**config.mk**
```make
export PLATFORM = sky130hd
export DESIGN_NAME = result_check_flat
export DESIGN_NICKNAME = d
export VERILOG_FILES = /design/src/common/sram_tester_pkg.sv /design/src/common/sram_bus_if.sv /design/src/verilog/result_check.sv /design/src/flat_wrapper.sv
export SDC_FILE = /design/constraint.sdc
export NUM_CORES = 1
export LEC_CHECK = 0
export ABC_AREA = 1
export BUFFER_PORTS_ARGS = -buffer_cell sky130_fd_sc_hd__buf_2
export CAP_MARGIN = 20
export CORE_AREA = 3 3 75 77
export CTS_BUF_LIST = sky130_fd_sc_hd__clkbuf_16
export DETAILED_ROUTE_END_ITERATION = 8
export DIE_AREA = 0 0 78 80
export PLACE_DENSITY_LB_ADDON = 0.25
export SLEW_MARGIN = 40
export SYNTH_ARGS = -nofsm -noshare
export SYNTH_HDL_FRONTEND = slang
export SYNTH_SLANG_ARGS = --single-unit
```
**constraint.sdc**
```tcl
create_clock -name clk -period 1.68 [get_ports clk]
set_input_delay 0 -clock clk [delete_from_list [all_inputs] [get_ports clk]]
set_output_delay 0 -clock clk [all_outputs]
set_load 0.05 [all_outputs]
```
**src/common/sram_tester_pkg.sv**
```systemverilog
// sram_tester_pkg: shared enums and widths of the SRAM memory tester
`default_nettype none

package sram_tester_pkg;

  // Test selected by the start pulse
  typedef enum logic [1:0] {
    MODE_CHECKER  = 2'd0,
    MODE_ADDR     = 2'd1,
    MODE_ADDR_INV = 2'd2,
    MODE_MARCH    = 2'd3
  } test_mode_e;

  // Operation applied to every address of one pass
  typedef enum logic [1:0] {
    OP_WRITE = 2'd0,
    OP_READ  = 2'd1,
    // Read expected pattern, then write its complement
    OP_RW    = 2'd2
  } pass_op_e;

  // Data pattern of a pass, derived from the address where needed
  typedef enum logic [2:0] {
    PAT_CHECKER  = 3'd0,
    PAT_ADDR     = 3'd1,
    PAT_ADDR_INV = 3'd2,
    PAT_ZERO     = 3'd3,
    PAT_ONES     = 3'd4
  } pattern_e;

  // Chip cycle phases of the SRAM controller
  typedef enum logic [1:0] {
    CS_IDLE   = 2'd0,
    CS_SETUP  = 2'd1,
    CS_STROBE = 2'd2,
    CS_HOLD   = 2'd3
  } ctrl_state_e;

  // Error counter width
  localparam int ERR_BITS = 16;

endpackage

`default_nettype wire

```
**src/common/sram_bus_if.sv**
```systemverilog
// sram_bus_if: single SRAM accesses plus read check records inside the tester
`timescale 1ns/1ps
`default_nettype none

interface sram_bus_if #(
  parameter int ADDR_BITS = 10,
  parameter int DATA_BITS = 8
);

  // Access request, one open at a time
  logic                 req;
  logic                 we;
  logic [ADDR_BITS-1:0] addr;
  logic [DATA_BITS-1:0] wdata;
  // Ack pulse, rdata valid with it on reads
  logic                 ack;
  logic [DATA_BITS-1:0] rdata;

  // Check record of one completed read
  logic                 chk_valid;
  logic [ADDR_BITS-1:0] chk_addr;
  logic [DATA_BITS-1:0] chk_expected;
  logic [DATA_BITS-1:0] chk_actual;

  modport master (output req, we, addr, wdata, input ack, rdata);

  modport slave (input req, we, addr, wdata, output ack, rdata);

  modport chk_src (output chk_valid, chk_addr, chk_expected, chk_actual);

  modport chk_dst (input chk_valid, chk_addr, chk_expected, chk_actual);

endinterface

`default_nettype wire

```
**src/verilog/result_check.sv**
```systemverilog
// result_check: compares read data with expected, counts errors and keeps the first failing address
`timescale 1ns/1ps
`default_nettype none

module result_check #(
  parameter int ADDR_BITS = 10
) (
  input  logic                                clk,
  input  logic                                arst_n,
  input  logic                                start,
  sram_bus_if.chk_dst                         chk,
  input  logic                                run_done,
  output logic [sram_tester_pkg::ERR_BITS-1:0] error_count,
  output logic [ADDR_BITS-1:0]                first_fail_addr,
  output logic                                fail_seen,
  output logic                                done
);
  import sram_tester_pkg::*;

  logic mismatch;

  assign mismatch = chk.chk_valid && (chk.chk_actual != chk.chk_expected);

  always_ff @(posedge clk or negedge arst_n) begin
    if (!arst_n) begin
      error_count     <= '0;
      first_fail_addr <= '0;
      fail_seen       <= 1'b0;
      done            <= 1'b0;
    end else begin
      // One cycle late so the final record is already counted
      done <= run_done;
      if (start) begin
        error_count     <= '0;
        first_fail_addr <= '0;
        fail_seen       <= 1'b0;
      end else if (mismatch) begin
        // Saturate at all ones
        if (error_count != {ERR_BITS{1'b1}}) begin
          error_count <= error_count + 1'b1;
        end
        if (!fail_seen) begin
          first_fail_addr <= chk.chk_addr;
          fail_seen       <= 1'b1;
        end
      end
    end
  end

endmodule

`default_nettype wire

```
**src/flat_wrapper.sv**
```systemverilog
// flat-port wrapper written by rule: the top's interface ports become plain ports
module result_check_flat import sram_tester_pkg::*;
#(
  parameter int ADDR_BITS = 10
)
  (clk, arst_n, start, run_done, error_count, first_fail_addr, fail_seen, done, chk_chk_valid, chk_chk_addr, chk_chk_expected, chk_chk_actual);
  sram_bus_if #(.ADDR_BITS(ADDR_BITS)) chk_i ();
  input  logic clk;
  input  logic arst_n;
  input  logic start;
  input  logic run_done;
  output logic [sram_tester_pkg::ERR_BITS-1:0] error_count;
  output logic [ADDR_BITS-1:0] first_fail_addr;
  output logic fail_seen;
  output logic done;
  input wire logic [$bits(chk_i.chk_valid)-1:0] chk_chk_valid;
  input wire logic [$bits(chk_i.chk_addr)-1:0] chk_chk_addr;
  input wire logic [$bits(chk_i.chk_expected)-1:0] chk_chk_expected;
  input wire logic [$bits(chk_i.chk_actual)-1:0] chk_chk_actual;
  assign chk_i.chk_valid = chk_chk_valid;
  assign chk_i.chk_addr = chk_chk_addr;
  assign chk_i.chk_expected = chk_chk_expected;
  assign chk_i.chk_actual = chk_chk_actual;
  result_check #(.ADDR_BITS(ADDR_BITS)) u_core (.clk(clk), .arst_n(arst_n), .start(start), .chk(chk_i), .run_done(run_done), .error_count(error_count), .first_fail_addr(first_fail_addr), .fail_seen(fail_seen), .done(done));
endmodule
```
Yosys cells after proc, flatten, opt, wreduce, memory -nomap -nowiden
Cells that the tools add are included.

Register bits: 28. Input port bits: 31. Output and inout bits: 28.

$add $sub $neg: 1. Equal/unequal tests: 3. Multiplexer cells: 8. Reductions and logical operators: 5.

Operator list (number): $mux W16 (3); $mux W10 (3); $add A16 B1 Y16 const B (1); $ne A16 B16 Y1 const B (1); $ne A8 B8 Y1 (1); $reduce_and A2 Y1 (2); $reduce_bool A2 Y1 (2); $mux W1 (2); $ne A2 B2 Y1 const B (1); $logic_and A1 B1 Y1 (1).

Logic depth before layout (Yosys ltp)
Word-level depth: 4. Gate-level depth with buffers: 11. Gate-level depth less buffers: 10.

Worst setup path before layout
Ideal clock, no wire load.

Path type: reg-to-reg. Start: register u_core.error_count[0] (netlist bit). End: register u_core.error_count[5] (netlist bit). Setup time: 119 ps. Arrival time: 1831 ps. Required time: 1561 ps. Setup slack: -270 ps. Cell stages (with the launch flop): 12. Cell sequence: dfrtp_1 ha_1 nand2_2 nor2_4 nand2_4 nor2_2 nand2_2 nand3_4 nand2_4 buf_6 nand2_1 nand2_1.

Cells in the longest elaborated chain, start to end: 4. Elaborated cells between the ends (all ways): 7.

Ends and longest elaborated chain: start, declared (line result_check.sv:13) `output logic [sram_tester_pkg::ERR_BITS-1:0] error_count,`; start signal, assigned (line result_check.sv:40) `error_count <= error_count + 1'b1;`; $add A16 B1 Y16 (line result_check.sv:40); $mux W16 (line result_check.sv:39) `if (error_count != {ERR_BITS{1'b1}}) begin`; $mux W16 (line result_check.sv:37) `end else if (mismatch) begin`; $mux W16 (line result_check.sv:33) `if (start) begin`.

Parallel ways exist; a longest one is shown, timed or not. The select of a mux whose other input is x is not followed. A chain may end at the register's enable or synchronous reset.

Worst setup path in the final report
Start: register u_core.error_count[0] (netlist bit). End: register u_core.error_count[1] (netlist bit).

Same word-level chain as after synthesis.

==> flow_summary.ini <==
[die]
core_area_um2 = 5070
dieArea_um2 = 6240
num_rows = 26
die_w_um = 78
die_h_um = 80
num_io_pins = 59
start_util_pct = 34.0

[finish]
layout.area.seq_um2 = 713
multi_input_area_um2 = 891
drive_above_1_share_pct = 29.0
stdcell_count = 387
fin_util_pct = 45.2
syn_to_final_growth_pct = 32.9
diodes = 0
filler_cell_count = 540
fin_nets = 350

[clock_tree]
cts_max_path_buffers = 2
cts_made_buffers = 3
clock-sinks = 28
cts_tree = yes
clock-root-buffer = clkbuf_16
htree_levels = 1
worstSkewPairLatency_ns = 0.26
clk_pin_slew_worst_paths_ns = 0.07

[placement]
placed_cells = 378
routabilityCongestion = 0.795
port_buffers = 58
hpwl_um = 3110

[worst_setup_path]
crit_arrival_ns = 1.70
cp_max_fo = 5
crit_required_ns = 1.88
worstSetupPathType = reg2reg
crit_path_end_kind = flop
critPathLaunchType = flop

[sta]
finalSetupViolCount = 0
setup_tns_ns = 0
period_minus_slack_ns = 1.50
hold_viol = 0
finalMaxSlewViolations = 0
tightest_slew_ns = 0.616
post-route-period-util_pct = 89.1
relSlewSlack_pct = 58.9
rsz0062_at_grt = no
whs_ns = 0.0224
finClkSkew_ns = 0.00261
max_freq_ghz = 0.668

[detailed_routing]
drt.antenna.violating_nets = 0
via_per_inst = 4.44
routedWlPerCell_um = 11.0
vias = 1719
drtPass1Iterations = 4
drtIter0Drc = 87
routed_wl_um = 4240
drc = 0

[yosys]
synth_simple_gate_area_share_pct = 42.2
netlist_area_um2 = 1730
ys_seq_area_share_pct = 40.6
netlist_instances = 252
synth.avg_cell_area_um2 = 6.85
synth.distinct_cells = 26
yosysWarnings = 0
synth_compound_area_share_pct = 2.61
synthFlopType = dfrtp_1
synth-xor-area-share_pct = 4.57
muxShareOfSynthArea_pct = 0
synthAdderAreaFrac_pct = 0.725
ys_ff_latch = 28
synth_edf_count = 0
syn-num-nets = 284
synthArstFlopShare_pct = 100
synth_top_family_by_area = simple AND/OR/NAND/NOR gates

[global_routing]
grt-ovfl-total = 0
grt_pass1_vias = 1625
track_usage_pct = 14.2
antenna_found_initial = 0
grt_max_degree = 29
grt_pass1_wl_um = 7280

[run]
cap_violations = 0

[status]
outcome = completed

[power]
vdd_drop_max_v = 0.000561
power.density_nw_per_um2 = 781
p_leak_nw = 1.31

[worst_hold_path]
min_path_type = in2reg
==> critical path, cell delays in order (launching register included) <==
cell and delay [ns]:
dfrtp_2 0.42, ha_4 0.16, nand2_4 0.06, nor2_4 0.11, nand2_4 0.07, nor2_2 0.11, nand2_2 0.08, nand3_4 0.12
buf_4 0.15, nand3_1 0.07, nand2_1 0.09
==> kinds of logic (layout without fill, tap and decap cells) <==
family	after synthesis	count (layout)
simple gates	167	167
buf+inv	39	104
flops	28	28
xor+xnor	9	9
compound gates	8	8
fa+ha+maj	1	1
==> layout make-up <==
class	count	area share [%]
clock buffer	3	3.27
timing repair buffer	70	16.8
clock inverter	1	1.31
sequential	28	31.1
inverter	30	4.91
multi-input combinational	185	38.8
tap	70	3.82
==> power breakdown <==
group | internal (mW) | switching [mW]
sequential | 0.707 | 0.0265
clock | 0.475 | 0.234
combinational | 0.109 | 0.242
==> final timing paths <==
| check | from | end | slack, ns | depth (start not counted) |
|---|---|---|---|---|
| setup / recovery | u_core.error_count[0] | u_core.error_count[1] | 0.18 | 10 |
| hold / removal | chk_chk_addr[1] | u_core.first_fail_addr[1] | 0.02 | 5 |
| setup reg to reg | u_core.error_count[0] | u_core.error_count[1] | 0.18 | 10 |
| hold reg to reg | u_core.first_fail_addr[1] | u_core.first_fail_addr[1] | 0.51 | 2 |
| max in group asynchronous | arst_n | u_core.error_count[4] | 0.95 | 2 |
| min in group asynchronous | arst_n | u_core.error_count[15] | 0.28 | 2 |
==> flip-flops by register name (all words and copies together) (netlist names) <==
register and flops:
u_core.error_count 16, u_core.first_fail_addr 10, u_core.done 1, u_core.fail_seen 1
==> synthesized netlist by cell type (2+ instances only) <==
library cell	n	area share (%)
nand2_1	86	19
dfrtp_1	28	41
nand2_4	2	1.3
inv_1	30	6.5
nor2_2	2	0.72
buf_2	3	0.87
a21oi_1	4	1.2
nand2_2	3	1.1
clkbuf_1	3	0.65
xnor2_1	3	1.5
nor2_1	33	7.2
nand3_1	34	9.9
xor2_1	6	3.0
nor3_1	3	0.87
==> through the flow <==
step	worst slack (ns)	total power, mW	cell area, µm²
after floorplan	-0.0131	0.977	1760
after global placement	0.164	1.09	2140
after detailed placement	0.0893	1.09	2140
after CTS	0.0711	1.81	2260
after global routing	0.0231	1.89	2290
final	0.184	1.79	2290
==> timing repair <==
action | CTS | global route
setup buffers | 0 | 3
resized for setup | 0 | 1
hold endpoints to repair | 29 | 0
endpoints found under the setup margin | 0 | 16
hold buffers | 2 | 0
==> cells in the final DEF, fill, tap and decap left out, drive strengths merged <==
cell,count
buf,68
nand4,1
dfrtp,28
o21ai,2
o21bai,1
nand2,91
bufinv,1
dlygate4sd3,2
o21a,1
inv,30
xnor2,3
nor2,36
xor2,6
nor3b,1
a21oi,4
ha,1
nand3,35
nor3,3
clkbuf,3
==> layer usage <==
layer  global-route usage (%)  part of all wire [%]
met5                        0                     0
met2                     24.3                    46
met1                     18.6                    47
met4                     2.27                  0.28
met3                     3.27                   5.9
Note: power is estimated with default switching activity, not from simulation.
